<file path="config.mk">
export PLATFORM = sky130hd
export DESIGN_NAME = llc_hit_miss
export DESIGN_NICKNAME = d
export VERILOG_FILES = /design/src/llc_hit_miss_pkg.sv /design/src/llc_hit_miss.sv /design/src/llc_lock_table.sv /design/src/llc_miss_counters.sv /design/src/llc_tag_store.sv
export VERILOG_INCLUDE_DIRS = /design/src
export SDC_FILE = /design/constraint.sdc
export NUM_CORES = 2
export LEC_CHECK = 0
export BUFFER_PORTS_ARGS = -buffer_cell sky130_fd_sc_hd__buf_2
export CAP_MARGIN = 5
export CORE_ASPECT_RATIO = 1.25
export CORE_UTILIZATION = 40
export CTS_CLUSTER_SIZE = 10
export DETAILED_ROUTE_END_ITERATION = 8
export PLACE_DENSITY_LB_ADDON = 0.25
export SYNTH_ARGS = -nofsm -noshare
export SYNTH_HDL_FRONTEND = slang
export SYNTH_SLANG_ARGS = --single-unit
export TNS_END_PERCENT = 1
</file>
<file path="constraint.sdc">
create_clock -name clk_i -period 15.45 [get_ports clk_i]
set_input_delay 3.09 -clock clk_i [delete_from_list [all_inputs] [get_ports clk_i]]
set_output_delay 3.09 -clock clk_i [all_outputs]
set_load 0.02 [all_outputs]
</file>
<file path="src/llc_hit_miss_macros.svh">
// sizing constants of the llc hit/miss stage
// include wherever a width or a count of ways, sets or ids is needed
`ifndef LLC_HIT_MISS_MACROS_SVH
`define LLC_HIT_MISS_MACROS_SVH

// set-associative geometry
`define LLC_WAYS 4
`define LLC_SETS 16

// address split into tag, index and offset
`define LLC_ADDR_W 32
`define LLC_IDX_W 4
// byte and block offset bits below the index
`define LLC_OFFSET_W 4
// whatever remains above the index
`define LLC_TAG_W (`LLC_ADDR_W - `LLC_IDX_W - `LLC_OFFSET_W)

// transaction id width, one miss counter per id
`define LLC_ID_W 2

// miss counter width, all ones means full
`define LLC_CNT_W 3

`endif

</file>
<file path="src/llc_hit_miss_pkg.sv">
// shared types of the llc hit/miss stage
// descriptor, tag store request/response, lock and count structs
`include "llc_hit_miss_macros.svh"

package llc_hit_miss_pkg;

  // operation carried out by the tag store
  typedef enum logic [1:0] {
    TAG_CLEAR  = 2'd0,
    TAG_LOOKUP = 2'd1,
    TAG_FLUSH  = 2'd2
  } tag_mode_e;

  // one-hot, one bit per way
  typedef logic [`LLC_WAYS-1:0]   way_ind_t;
  typedef logic [`LLC_IDX_W-1:0]  idx_t;
  typedef logic [`LLC_TAG_W-1:0]  tag_t;
  typedef logic [`LLC_ID_W-1:0]   id_t;
  typedef logic [`LLC_ADDR_W-1:0] addr_t;

  // descriptor flowing through the stage
  typedef struct packed {
    // set by the requester
    id_t      id;
    // 1 for a write
    logic     rw;
    addr_t    addr;
    logic     flush;
    // target way of a flush, lookup result otherwise
    way_ind_t way_ind;
    // filled in from the tag lookup
    logic     evict;
    tag_t     evict_tag;
    logic     refill;
  } llc_desc_t;

  // request into the tag store
  typedef struct packed {
    tag_mode_e mode;
    way_ind_t  indicator;
    idx_t      index;
    tag_t      tag;
    logic      dirty;
  } tag_req_t;

  // response of a lookup or flush
  typedef struct packed {
    way_ind_t indicator;
    logic     hit;
    logic     evict;
    tag_t     evict_tag;
  } tag_res_t;

  // names one cache line by set and way
  typedef struct packed {
    idx_t     index;
    way_ind_t way_ind;
  } lock_t;

  // counter strobe, used for both up and down
  typedef struct packed {
    id_t  id;
    logic valid;
  } cnt_t;

endpackage

</file>
<file path="src/llc_hit_miss.sv">
// hit/miss stage of the last-level cache, top level
// looks up each descriptor and sends it to the hit bypass or the miss pipeline
`timescale 1ns/1ps
`include "llc_hit_miss_macros.svh"

module llc_hit_miss import llc_hit_miss_pkg::*; (
  input  logic      clk_i,
  input  logic      rst_n_i,
  input  llc_desc_t desc_i,
  input  logic      valid_i,
  output logic      ready_o,
  output llc_desc_t desc_o,
  output logic      hit_valid_o,
  input  logic      hit_ready_i,
  output logic      miss_valid_o,
  input  logic      miss_ready_i,
  input  lock_t     unlock_i,
  input  logic      unlock_req_i,
  input  cnt_t      cnt_down_i
);

  // tag store link
  tag_req_t tag_req;
  logic     tag_req_valid;
  logic     tag_req_ready;
  tag_res_t tag_res;
  logic     tag_res_valid;
  logic     tag_res_ready;

  // lock table and miss counters
  lock_t lock;
  logic  lock_req;
  logic  locked;
  cnt_t  cnt_up;
  logic  to_miss;
  logic  cnt_full;

  // unit state
  logic      init_q;
  logic      init_d;
  logic      busy_q;
  logic      busy_d;
  // a valid was shown and not taken yet
  logic      hold_q;
  logic      hold_miss_q;
  llc_desc_t desc_q;
  logic      load_desc;

  logic go_miss;
  logic can_send;
  logic dispatch;

  ////////////////////
  // routing
  ////////////////////
  // flushes, misses and hits behind outstanding misses take the miss path
  assign go_miss  = hold_q ? hold_miss_q : (desc_q.flush | to_miss | ~tag_res.hit);
  // once shown, the choice stays until taken
  assign can_send = busy_q & tag_res_valid & (hold_q | (~locked & ~(go_miss & cnt_full)));

  assign hit_valid_o   = can_send & ~go_miss;
  assign miss_valid_o  = can_send & go_miss;
  assign dispatch      = (hit_valid_o & hit_ready_i) | (miss_valid_o & miss_ready_i);
  assign tag_res_ready = dispatch;

  // merge the lookup result into the outgoing descriptor
  always_comb begin
    desc_o           = desc_q;
    desc_o.evict     = tag_res.evict;
    desc_o.evict_tag = tag_res.evict_tag;
    // a flush keeps its own way
    if (!desc_q.flush) begin
      desc_o.way_ind = tag_res.indicator;
      desc_o.refill  = ~tag_res.hit;
    end
  end

  ////////////////////
  // intake
  ////////////////////
  always_comb begin
    tag_req.mode      = TAG_CLEAR;
    tag_req.indicator = '1;
    tag_req.index     = '0;
    tag_req.tag       = '0;
    tag_req.dirty     = 1'b0;
    tag_req_valid     = 1'b0;
    ready_o           = 1'b0;
    load_desc         = 1'b0;
    init_d            = init_q;
    busy_d            = busy_q;
    if (!init_q) begin
      // wait out the sweep, then the clear is taken
      tag_req_valid = 1'b1;
      if (tag_req_ready) begin
        init_d = 1'b1;
      end
    end else begin
      if (dispatch) begin
        busy_d = 1'b0;
      end
      // next descriptor may enter while the current one leaves
      if (valid_i && (!busy_q || dispatch)) begin
        tag_req.mode      = desc_i.flush ? TAG_FLUSH : TAG_LOOKUP;
        tag_req.indicator = desc_i.flush ? desc_i.way_ind : '1;
        tag_req.index     = desc_i.addr[`LLC_OFFSET_W +: `LLC_IDX_W];
        tag_req.tag       = desc_i.addr[`LLC_OFFSET_W + `LLC_IDX_W +: `LLC_TAG_W];
        tag_req.dirty     = desc_i.rw;
        tag_req_valid     = 1'b1;
        if (tag_req_ready) begin
          ready_o   = 1'b1;
          load_desc = 1'b1;
          busy_d    = 1'b1;
        end
      end
    end
  end

  always_ff @(posedge clk_i) begin
    if (!rst_n_i) begin
      init_q      <= 1'b0;
      busy_q      <= 1'b0;
      hold_q      <= 1'b0;
      hold_miss_q <= 1'b0;
    end else begin
      init_q      <= init_d;
      busy_q      <= busy_d;
      hold_q      <= (hit_valid_o & ~hit_ready_i) | (miss_valid_o & ~miss_ready_i);
      hold_miss_q <= miss_valid_o;
    end
  end

  always_ff @(posedge clk_i) begin
    if (load_desc) begin
      desc_q <= desc_i;
    end
  end

  ////////////////////
  // sub-units
  ////////////////////
  llc_tag_store i_tag_store (
    .clk_i       ( clk_i         ),
    .rst_n_i     ( rst_n_i       ),
    .req_i       ( tag_req       ),
    .req_valid_i ( tag_req_valid ),
    .req_ready_o ( tag_req_ready ),
    .res_o       ( tag_res       ),
    .res_valid_o ( tag_res_valid ),
    .res_ready_i ( tag_res_ready )
  );

  // count only what really enters the miss pipeline
  assign cnt_up.id    = desc_q.id;
  assign cnt_up.valid = ~desc_q.flush & miss_valid_o & miss_ready_i;

  llc_miss_counters i_miss_counters (
    .clk_i      ( clk_i      ),
    .rst_n_i    ( rst_n_i    ),
    .cnt_up_i   ( cnt_up     ),
    .cnt_down_i ( cnt_down_i ),
    .query_id_i ( desc_q.id  ),
    .to_miss_o  ( to_miss    ),
    .full_o     ( cnt_full   )
  );

  // line of the descriptor in the unit, locked on any non-flush dispatch
  assign lock.index   = desc_q.addr[`LLC_OFFSET_W +: `LLC_IDX_W];
  assign lock.way_ind = desc_o.way_ind;
  assign lock_req     = ~desc_q.flush & dispatch;

  llc_lock_table i_lock_table (
    .clk_i        ( clk_i        ),
    .rst_n_i      ( rst_n_i      ),
    .lock_i       ( lock         ),
    .lock_req_i   ( lock_req     ),
    .locked_o     ( locked       ),
    .unlock_i     ( unlock_i     ),
    .unlock_req_i ( unlock_req_i )
  );

  // a descriptor leaves on one port only
  a_one_valid : assert property (@(posedge clk_i) disable iff (!rst_n_i)
    !(hit_valid_o && miss_valid_o))
    else $error("hit_valid_o and miss_valid_o both high");

  // tag store result must name at most one way
  a_way_onehot : assert property (@(posedge clk_i) disable iff (!rst_n_i)
    (hit_valid_o || miss_valid_o) |-> $onehot0(desc_o.way_ind))
    else $error("desc_o.way_ind %h not one-hot", desc_o.way_ind);

endmodule

</file>
<file path="src/llc_lock_table.sv">
// one lock bit per set and way, marking lines still in use downstream
// set when a descriptor is dispatched, cleared by the unlock strobe
`timescale 1ns/1ps
`include "llc_hit_miss_macros.svh"

module llc_lock_table import llc_hit_miss_pkg::*; (
  input  logic  clk_i,
  input  logic  rst_n_i,
  input  lock_t lock_i,
  input  logic  lock_req_i,
  output logic  locked_o,
  input  lock_t unlock_i,
  input  logic  unlock_req_i
);

  way_ind_t lock_q [`LLC_SETS];
  way_ind_t lock_d [`LLC_SETS];

  // line in question is held by any of its named ways
  assign locked_o = |(lock_q[lock_i.index] & lock_i.way_ind);

  // unlock then lock, so both hit the same set without losing one
  always_comb begin
    for (int s = 0; s < `LLC_SETS; s++) begin
      lock_d[s] = lock_q[s];
    end
    if (unlock_req_i) begin
      lock_d[unlock_i.index] = lock_d[unlock_i.index] & ~unlock_i.way_ind;
    end
    if (lock_req_i) begin
      lock_d[lock_i.index] = lock_d[lock_i.index] | lock_i.way_ind;
    end
  end

  always_ff @(posedge clk_i) begin
    if (!rst_n_i) begin
      for (int s = 0; s < `LLC_SETS; s++) begin
        lock_q[s] <= '0;
      end
    end else begin
      for (int s = 0; s < `LLC_SETS; s++) begin
        lock_q[s] <= lock_d[s];
      end
    end
  end

  // downstream releases only lines it was given
  a_unlock_held : assert property (@(posedge clk_i) disable iff (!rst_n_i)
    unlock_req_i |-> |(lock_q[unlock_i.index] & unlock_i.way_ind))
    else $error("unlock of free line set %h way %h", unlock_i.index, unlock_i.way_ind);

  // the stage never dispatches onto a held line
  a_lock_free : assert property (@(posedge clk_i) disable iff (!rst_n_i)
    lock_req_i |-> !locked_o)
    else $error("lock of held line set %h way %h", lock_i.index, lock_i.way_ind);

endmodule

</file>
<file path="src/llc_miss_counters.sv">
// per-id count of descriptors outstanding in the miss pipeline
// keeps hits of an id in order behind its earlier misses
`timescale 1ns/1ps
`include "llc_hit_miss_macros.svh"

module llc_miss_counters import llc_hit_miss_pkg::*; (
  input  logic clk_i,
  input  logic rst_n_i,
  input  cnt_t cnt_up_i,
  input  cnt_t cnt_down_i,
  input  id_t  query_id_i,
  output logic to_miss_o,
  output logic full_o
);

  localparam int unsigned NUM_IDS = 2 ** `LLC_ID_W;

  logic [`LLC_CNT_W-1:0] cnt_q [NUM_IDS];
  logic [NUM_IDS-1:0]    up_vec;
  logic [NUM_IDS-1:0]    down_vec;

  // decode the strobes per id
  always_comb begin
    for (int i = 0; i < NUM_IDS; i++) begin
      up_vec[i]   = cnt_up_i.valid && (cnt_up_i.id == id_t'(i));
      down_vec[i] = cnt_down_i.valid && (cnt_down_i.id == id_t'(i));
    end
  end

  // up and down on the same id cancel
  always_ff @(posedge clk_i) begin
    if (!rst_n_i) begin
      for (int i = 0; i < NUM_IDS; i++) begin
        cnt_q[i] <= '0;
      end
    end else begin
      for (int i = 0; i < NUM_IDS; i++) begin
        if (up_vec[i] && !down_vec[i]) begin
          cnt_q[i] <= cnt_q[i] + 1'b1;
        end else if (down_vec[i] && !up_vec[i]) begin
          cnt_q[i] <= cnt_q[i] - 1'b1;
        end
      end
    end
  end

  // any outstanding miss forces the miss path
  assign to_miss_o = (cnt_q[query_id_i] != '0);
  assign full_o    = &cnt_q[query_id_i];

  // the stage must stall rather than overflow a counter
  a_no_up_when_full : assert property (@(posedge clk_i) disable iff (!rst_n_i)
    cnt_up_i.valid |-> !(&cnt_q[cnt_up_i.id]))
    else $error("miss counter overflow on id %h", cnt_up_i.id);

  // downstream only returns what was sent
  a_no_down_at_zero : assert property (@(posedge clk_i) disable iff (!rst_n_i)
    cnt_down_i.valid |-> (cnt_q[cnt_down_i.id] != '0))
    else $error("miss counter underflow on id %h", cnt_down_i.id);

endmodule

</file>
<file path="src/llc_tag_store.sv">
// tag, valid and dirty storage with lookup, replacement and flush
// clears one set per cycle after reset, then serves one request at a time
`timescale 1ns/1ps
`include "llc_hit_miss_macros.svh"

module llc_tag_store import llc_hit_miss_pkg::*; (
  input  logic     clk_i,
  input  logic     rst_n_i,
  input  tag_req_t req_i,
  input  logic     req_valid_i,
  output logic     req_ready_o,
  output tag_res_t res_o,
  output logic     res_valid_o,
  input  logic     res_ready_i
);

  localparam int unsigned WAY_W = $clog2(`LLC_WAYS);

  // storage arrays, cleared by the sweep and not by reset
  tag_t             tag_q   [`LLC_SETS][`LLC_WAYS];
  way_ind_t         valid_q [`LLC_SETS];
  way_ind_t         dirty_q [`LLC_SETS];
  logic [WAY_W-1:0] rr_q    [`LLC_SETS];

  // clearing sweep
  logic clear_q;
  idx_t clear_idx_q;

  // request register, arrays are read from it in the following cycle
  tag_req_t req_q;
  logic     pend_q;
  logic     req_fire;
  idx_t     rd_idx;

  tag_res_t res_q;
  logic     res_valid_q;
  tag_res_t res_d;

  // lookup results
  way_ind_t         set_valid;
  way_ind_t         set_dirty;
  way_ind_t         hit_vec;
  logic             hit;
  logic             inv_found;
  logic [WAY_W-1:0] hit_way;
  logic [WAY_W-1:0] inv_way;
  logic [WAY_W-1:0] flush_way;
  logic [WAY_W-1:0] sel_way;

  // busy while sweeping, while a read is pending or a response waits
  assign req_ready_o = ~clear_q & ~pend_q & (~res_valid_q | res_ready_i);
  assign req_fire    = req_valid_i & req_ready_o;
  assign rd_idx      = req_q.index;

  ////////////////////
  // lookup
  ////////////////////
  always_comb begin
    set_valid = valid_q[rd_idx];
    set_dirty = dirty_q[rd_idx];
    hit_vec   = '0;
    hit_way   = '0;
    inv_found = 1'b0;
    inv_way   = '0;
    flush_way = '0;
    // walk downwards so the lowest invalid way wins
    for (int w = `LLC_WAYS - 1; w >= 0; w--) begin
      hit_vec[w] = set_valid[w] && (tag_q[rd_idx][w] == req_q.tag);
      if (hit_vec[w]) begin
        hit_way = WAY_W'(w);
      end
      if (!set_valid[w]) begin
        inv_found = 1'b1;
        inv_way   = WAY_W'(w);
      end
      if (req_q.indicator[w]) begin
        flush_way = WAY_W'(w);
      end
    end
    hit = |hit_vec;
    // flush names its way, a miss takes a free way or the round-robin victim
    if (req_q.mode == TAG_FLUSH) begin
      sel_way = flush_way;
    end else if (hit) begin
      sel_way = hit_way;
    end else if (inv_found) begin
      sel_way = inv_way;
    end else begin
      sel_way = rr_q[rd_idx];
    end
    res_d.indicator = way_ind_t'(1) << sel_way;
    res_d.hit       = hit && (req_q.mode == TAG_LOOKUP);
    // a valid dirty line that gets replaced or flushed is evicted
    res_d.evict     = ~res_d.hit & set_valid[sel_way] & set_dirty[sel_way];
    res_d.evict_tag = tag_q[rd_idx][sel_way];
  end

  ////////////////////
  // control state
  ////////////////////
  always_ff @(posedge clk_i) begin
    if (!rst_n_i) begin
      clear_q     <= 1'b1;
      clear_idx_q <= '0;
      pend_q      <= 1'b0;
      res_valid_q <= 1'b0;
    end else begin
      if (clear_q) begin
        clear_idx_q <= clear_idx_q + 1'b1;
        if (clear_idx_q == idx_t'(`LLC_SETS - 1)) begin
          clear_q <= 1'b0;
        end
      end
      pend_q <= req_fire;
      if (res_valid_q && res_ready_i) begin
        res_valid_q <= 1'b0;
      end
      // clear requests only acknowledge, they return nothing
      if (pend_q && (req_q.mode != TAG_CLEAR)) begin
        res_valid_q <= 1'b1;
      end
    end
  end

  ////////////////////
  // array update
  ////////////////////
  always_ff @(posedge clk_i) begin
    if (req_fire) begin
      req_q <= req_i;
    end
    if (pend_q) begin
      res_q <= res_d;
    end
    if (clear_q) begin
      valid_q[clear_idx_q] <= '0;
      dirty_q[clear_idx_q] <= '0;
      rr_q[clear_idx_q]    <= '0;
    end else if (pend_q) begin
      case (req_q.mode)
        TAG_LOOKUP: begin
          if (hit) begin
            // a write hit dirties the line
            if (req_q.dirty) begin
              dirty_q[rd_idx][hit_way] <= 1'b1;
            end
          end else begin
            tag_q[rd_idx][sel_way]   <= req_q.tag;
            valid_q[rd_idx][sel_way] <= 1'b1;
            dirty_q[rd_idx][sel_way] <= req_q.dirty;
            // pointer only moves when a valid line was replaced
            if (!inv_found) begin
              rr_q[rd_idx] <= rr_q[rd_idx] + 1'b1;
            end
          end
        end
        TAG_FLUSH: begin
          valid_q[rd_idx][sel_way] <= 1'b0;
          dirty_q[rd_idx][sel_way] <= 1'b0;
        end
        TAG_CLEAR: begin
          valid_q[rd_idx] <= valid_q[rd_idx] & ~req_q.indicator;
          dirty_q[rd_idx] <= dirty_q[rd_idx] & ~req_q.indicator;
        end
        default: begin
        end
      endcase
    end
  end

  assign res_o       = res_q;
  assign res_valid_o = res_valid_q;

  // the requester must name a single way when flushing
  a_flush_one_way : assert property (@(posedge clk_i) disable iff (!rst_n_i)
    (req_fire && (req_i.mode == TAG_FLUSH)) |-> $onehot(req_i.indicator))
    else $error("tag store flush with indicator %h", req_i.indicator);

endmodule

</file>
### After elaboration in Yosys (flattened, before gate mapping)

Memories as Yosys holds them, arrays and structs flattened. A register that Yosys moved wholly into a read port is not among the register bits.
Cells that the tools add are included.

* memories: 6
* input bits: 83
* RAM bits: 1772
* output and inout port bits: 69
* register bits: 117

* muxes and demuxes: 184
* bitwise logic cells: 89
* add/sub/neg operators: 10
* shift operators: 1
* reductions and logical operators: 53
* $lt $le $gt $ge: 10
* eq/ne operators: 13

Memories
* i_tag_store.tag_q: depth 16, width 96, read ports 1, clocked after memory_dff 1, wr ports 1, line llc_tag_store.sv:20 `` tag_t tag_q [`LLC_SETS][`LLC_WAYS]; ``
* i_lock_table.lock_q: depth 16, width 4, read ports 17, clocked after memory_dff 1, wr ports 16, line llc_lock_table.sv:16 `` way_ind_t lock_q [`LLC_SETS]; ``
* i_tag_store.dirty_q: depth 16, width 4, read ports 1, clocked after memory_dff 1, wr ports 1, line llc_tag_store.sv:22 `` way_ind_t dirty_q [`LLC_SETS]; ``
* i_tag_store.valid_q: depth 16, width 4, read ports 1, clocked after memory_dff 1, wr ports 1, line llc_tag_store.sv:21 `` way_ind_t valid_q [`LLC_SETS]; ``
* i_tag_store.rr_q: depth 16, width 2, read ports 1, clocked after memory_dff 1, wr ports 1, line llc_tag_store.sv:23 `` logic [WAY_W-1:0] rr_q [`LLC_SETS]; ``
* i_miss_counters.cnt_q: depth 4, width 3, read ports 5, clocked after memory_dff 1, wr ports 4, line llc_miss_counters.sv:18 `` logic [`LLC_CNT_W-1:0] cnt_q [NUM_IDS]; ``

Operator list (count)
* 4-bit 2-to-1 mux: 42
* 64-bit bitwise mux: 2
* 64-bit 2-to-1 mux: 2
* 1-bit 2-to-1 mux: 98
* 24-bit equality test: 4
* 96-bit 2-to-1 mux: 1
* 24-bit 2-to-1 mux: 3
* 1-bit OR: 50
* 24-bit binary-select mux with 2-bit select: 1
* 24-bit demux with 2-bit select: 1
* 2-bit 2-to-1 mux: 18
* 4-bit binary-select mux with 4-bit select: 2
* 4-bit demux with 4-bit select: 2
* 1-bit logical AND: 29
* 3-bit 2-to-1 mux: 8
* 1-bit AND: 18
* 4-bit AND: 4
* 4-bit OR reduction: 4
* 3-bit by 1-bit adder with 3-bit output, second input constant: 4
* 3-bit by 1-bit subtractor with 3-bit output, second input constant: 4
* 1-bit inverter: 11
* 2-bit equality test, second input constant: 5
* 5-bit >= comparator, second input constant: 2
* 5-bit by 1-bit less-than comparator with 1-bit output, second input constant: 2
* other kinds (23): 43

### Longest topological paths before layout

* word-level depth: 20
* gate-level depth with buffers: 22
* mapped depth without buffers: 14

### Modules after synthesis

A second synthesis with hierarchy kept.

* cell total of the unflattened synthesis: 4867
* area, all modules: 81879.8 um^2

By module, submodules not included
* llc_tag_store: cells an instance 3962, area an instance 73539.3 um^2, instances 1
* llc_lock_table: cells an instance 673, area an instance 5352.6 um^2, instances 1
* llc_hit_miss: cells an instance 154, area an instance 2115.8 um^2, instances 1
* llc_miss_counters: cells an instance 78, area an instance 872.1 um^2, instances 1

### Least setup slack after synthesis

OpenSTA, ideal clock, no wires.

* path kind: input to output
* from: input port hit_ready_i
* to: output port ready_o
* data required time: 12.360 ns
* stages: 6
* setup slack: 6.874 ns
* arrival: 5.486 ns
* cell sequence: mux2i_1 or3_1 nand2_1 nand2_1 nor2_1 clkbuf_1

* word-level cells in the longest chain between the ends: 7

RTL lines
* start, declared: line llc_hit_miss.sv:14 `input logic hit_ready_i,`
* 1-bit AND *: line llc_hit_miss.sv:63 `assign dispatch = (hit_valid_o & hit_ready_i) | (miss_valid_o & miss_ready_i);`
* 1-bit OR *: line llc_hit_miss.sv:63
* 1-bit OR: line llc_tag_store.sv:51 `assign req_ready_o = ~clear_q & ~pend_q & (~res_valid_q | res_ready_i);`
* 1-bit AND: line llc_tag_store.sv:51
* 1-bit 2-to-1 mux: line llc_hit_miss.sv:110 `if (tag_req_ready) begin`
* 1-bit 2-to-1 mux *: line llc_hit_miss.sv:103 `if (valid_i && (!busy_q || dispatch)) begin`
* 1-bit 2-to-1 mux *: line llc_hit_miss.sv:92 `if (!init_q) begin`
* end, declared: line llc_hit_miss.sv:11 `output logic ready_o,`

Mark *: on every way between the ends. The rest lies on a longest branch, timed or not.

==> run metrics <==
htree depth 4; clock sink count 1,899; Synth Instances 4,789; routed via count 45,940; layout cells sized above 1 about 22%; Tcrit/Tclk final 60.1%; GRT Total Usage 23.6%; Setup Buffers After CTS 0; Post-Synth Adder-Cell Area less than 1%; CP Max Fanout 36; TritonCTS clock tree done; R2R cell count 14; TritonCTS buffer count 211; final setup fails 0; clock latency on the worst-skew pair 0.87 ns; first-pass GRT wire length ~340,000 um; unrepaired setup endpoints after global routing false; final-layout fill cell count 17,502; flop2flop setup slack around 6.2 ns; die area 206,000 sq um; hold-critical path depth 1; synthesis-to-finish area growth 11.5%; PwrDens 111 nW/um^2; PortBufs 126; multi-input logic area between 20,000 and 25,000 sq um; syn nets 4,878; Synth Area in Compound Gates 5.19%; final worst path period need 9.28 ns; top_reg_cell synth edfxtp_1; Die Span X 406 um; status complete, but fails checks; first-pass iteration count of the detailed router 6; initial antenna violation count 14; Longest Clk Path Bufs 3; DRC violations left 0; Synth Area in XOR/XNOR about 1.6%; Final Hold Vio Count 0; Distinct cells, synth 100; Remaining Overflow, GRT 0; setup TNS 0 ns; area leader, netlist edfxtp_1; Slew headroom 1.94%; Core ar. 202,000 sq um; Crit. End Element register; critical path arrival 9.73 ns; kind of critical path register to register; Leak Pwr 29.4 nW; top cell type's share of synthesized area between 60% and 70%; Wirelength per Cell 31.7 um; Root Driver clkbuf_16; min-delay src i_tag_store.rd_idx[3]; post_cts resized 0; pin slew with the least headroom to its limit 1.47 ns; Min-Delay Path Class register to register; die height 507 um; Via density ~6.0; initial core utilization about two fifths; Max Slew Vio Count 0; ys async rst share 0%; clk slew on worst S/H paths 0.06 ns; Worst setup SP type register; post-synthesis mux area share 16.3%; Avg Cell Area, Syn 17.0 sq um; Seq cells post-synth 1,899; simple-gate portion of the synthesized area 5.06%; FP Rows 184; io pins 152; Post-Syn Area between 80,000 and 90,000 sq um; FF+latch area 56,200 sq um; most area-consuming cells after synthesis edfxtp_1 (67%), mux4_2 (11%), mux2i_1 (4.6%), dfxtp_1 (2.1%), xnor2_1 (1.2%); Worst Clk Skew 0.0340 ns; Peak VDD IR 0.140 mV; EDFF count, synth 1,814; failing checks capacitance limit; starting DRC count in detailed routing about 5,000; Routed WL about 240,000 um; CTS Hold Bufs 0; capturing point of the worst reg2reg path i_tag_store.tag_q[13][68]; Worst EP required 15.90 ns; vias in the first global route 45,811; largest family of logic cells by synthesized area multiplexers; largest net degree at the start of global routing 100; Final ANT Viol Nets 0; net count reported at finish 5,002; sequential area share after synthesis between 60% and 70%; gp weighted congestion 0.884; Fmax 108 MHz; hold slack final 0.496 ns; Max Cap Viol 1; DP HPWL 148,000 um; Syn. warnings 0
## final cells by class
| cell class | count | area share, % |
|---|---|---|
| Sequential cell | 1899 | 61.8 |
| Multi-Input combinational cell | 2487 | 25.9 |
| Clock buffer | 251 | 6.06 |
| Tap cell | 2697 | 3.71 |
| Timing Repair Buffer | 279 | 2.05 |
| Clock inverter | 18 | 0.282 |
| Inverter | 35 | 0.150 |
| Antenna cell | 4 | 0.0110 |
## registers in the layout, indices dropped and copies added, names as in the netlist, 4 cells and up, named ones only
name / cells
desc_o: 36
i_lock_table.lock_q: 64
i_tag_store.dirty_q: 64
i_tag_store.req_q: 31
desc_q: 5
i_tag_store.rr_q: 32
i_tag_store.rd_idx: 4
i_miss_counters.cnt_q: 12
i_tag_store.res_o: 30
i_tag_store.clear_idx_q: 4
i_tag_store.tag_q: 1536
i_tag_store.valid_q: 64
## routing by layer
layer | GRT usage, % | share of wire [%] | up-vias
li1 | - | - | 19190
met1 | 30.9 | 39 | 24186
met2 | 39.4 | 49 | 2121
met3 | 3.66 | 7.9 | 441
met4 | 9.03 | 4.1 | 2
met5 | 0 | 0.0049 | -
## critical path, cell delays in order, from the launching register on
cell       delay, ns
dfxtp_4         0.82
buf_4           0.64
buf_4           0.66
mux4_2          0.59
mux2i_1         0.50
xnor2_1         0.21
nor2_1          0.09
a2111oi_0       0.78
and4_1          0.36
nand3_1         0.45
a31oi_4         0.68
nor2_4          0.15
nor2_1          0.66
nand3_2         0.88
nor2_4          1.22
## how the worst max path moves through the flow
stage | to | slack [ns] | from | cells after the start
6_report | i_tag_store.tag_q[13][68] | 6.17 | register | 14
5_1_grt | i_tag_store.tag_q[11][71] | 6.19 | register | 14
4_1_cts | i_tag_store.tag_q[13][49] | 6.37 | register | 14
3_5_place_dp | i_tag_store.tag_q[13][55] | 6.42 | register | 14
3_3_place_gp | i_tag_store.tag_q[13][55] | 6.47 | register | 14
2_1_floorplan | ready_o | 6.87 | hit_ready_i | 6
## placed cells by master, fill, tap and decap left out, types with 37 or more instances in the layout
master	n
clkbuf_16	213
mux4_2	385
a211oi_1	51
and2_1	48
xor2_1	38
nand2_1	246
nor3_1	52
dfxtp_1	80
edfxtp_1	1814
a22oi_1	89
buf_4	146
nand3_1	70
nand2b_1	37
mux2i_1	371
nor2_4	55
buf_2	126
o21ai_0	60
and3_1	40
a21oi_1	194
nor2_1	176
xnor2_1	115
mux2_2	79
## cell families after synthesis
family,Yosys count
mux,835
flops,1899
xor+xnor,153
simple gates,866
fa+ha+maj,6
buf+inv,403
compound gates,627
## report_power, final
part           switching [mW]  internal [mW]  leakage (nW)
sequential            0.00699           5.57          16.6
clock                    1.95           2.48          2.81
combinational          0.0391         0.0232          10.1
total                    2.00           8.07          29.4
## metrics by stage
step	cells	utilization (%)	total power [mW]	area [sq um]	worst slack, ns
2_1_floorplan	4789	-	5.72	81600	6.87
3_3_place_gp	7395	42.2	5.74	85100	6.47
3_5_place_dp	7395	42.2	5.74	85100	6.42
4_1_cts	7664	45.0	10.1	90900	6.37
5_1_grt	7667	45.0	10.3	90900	6.19
6_report	7670	45.0	10.1	90900	6.17
## synthesized netlist by cell type, types with 6 or more instances
library cell	n
a221oi_1	21
mux2i_1	371
nand4_1	11
nor4_1	18
buf_2	78
mux4_2	385
and3_1	40
a21o_1	7
edfxtp_1	1814
nand2b_1	37
buf_4	91
inv_1	30
a311oi_1	12
nor4b_1	6
a22o_1	17
a31oi_1	27
or3_1	13
a22oi_1	89
xnor2_1	115
and2_1	48
o21ai_1	30
nor3_1	52
o22ai_1	23
nand3_1	71
nand3b_1	7
a2111oi_0	10
or2_2	8
nor2_1	245
xor2_1	38
o21ai_0	60
buf_1	34
nand2_1	246
mux2_2	79
buf_6	45
a211oi_1	51
a21oi_2	10
a21oi_1	194
dfxtp_1	85
clkbuf_1	115
nor2b_1	36
No activity file was read; power rests on OpenSTA's default activity.
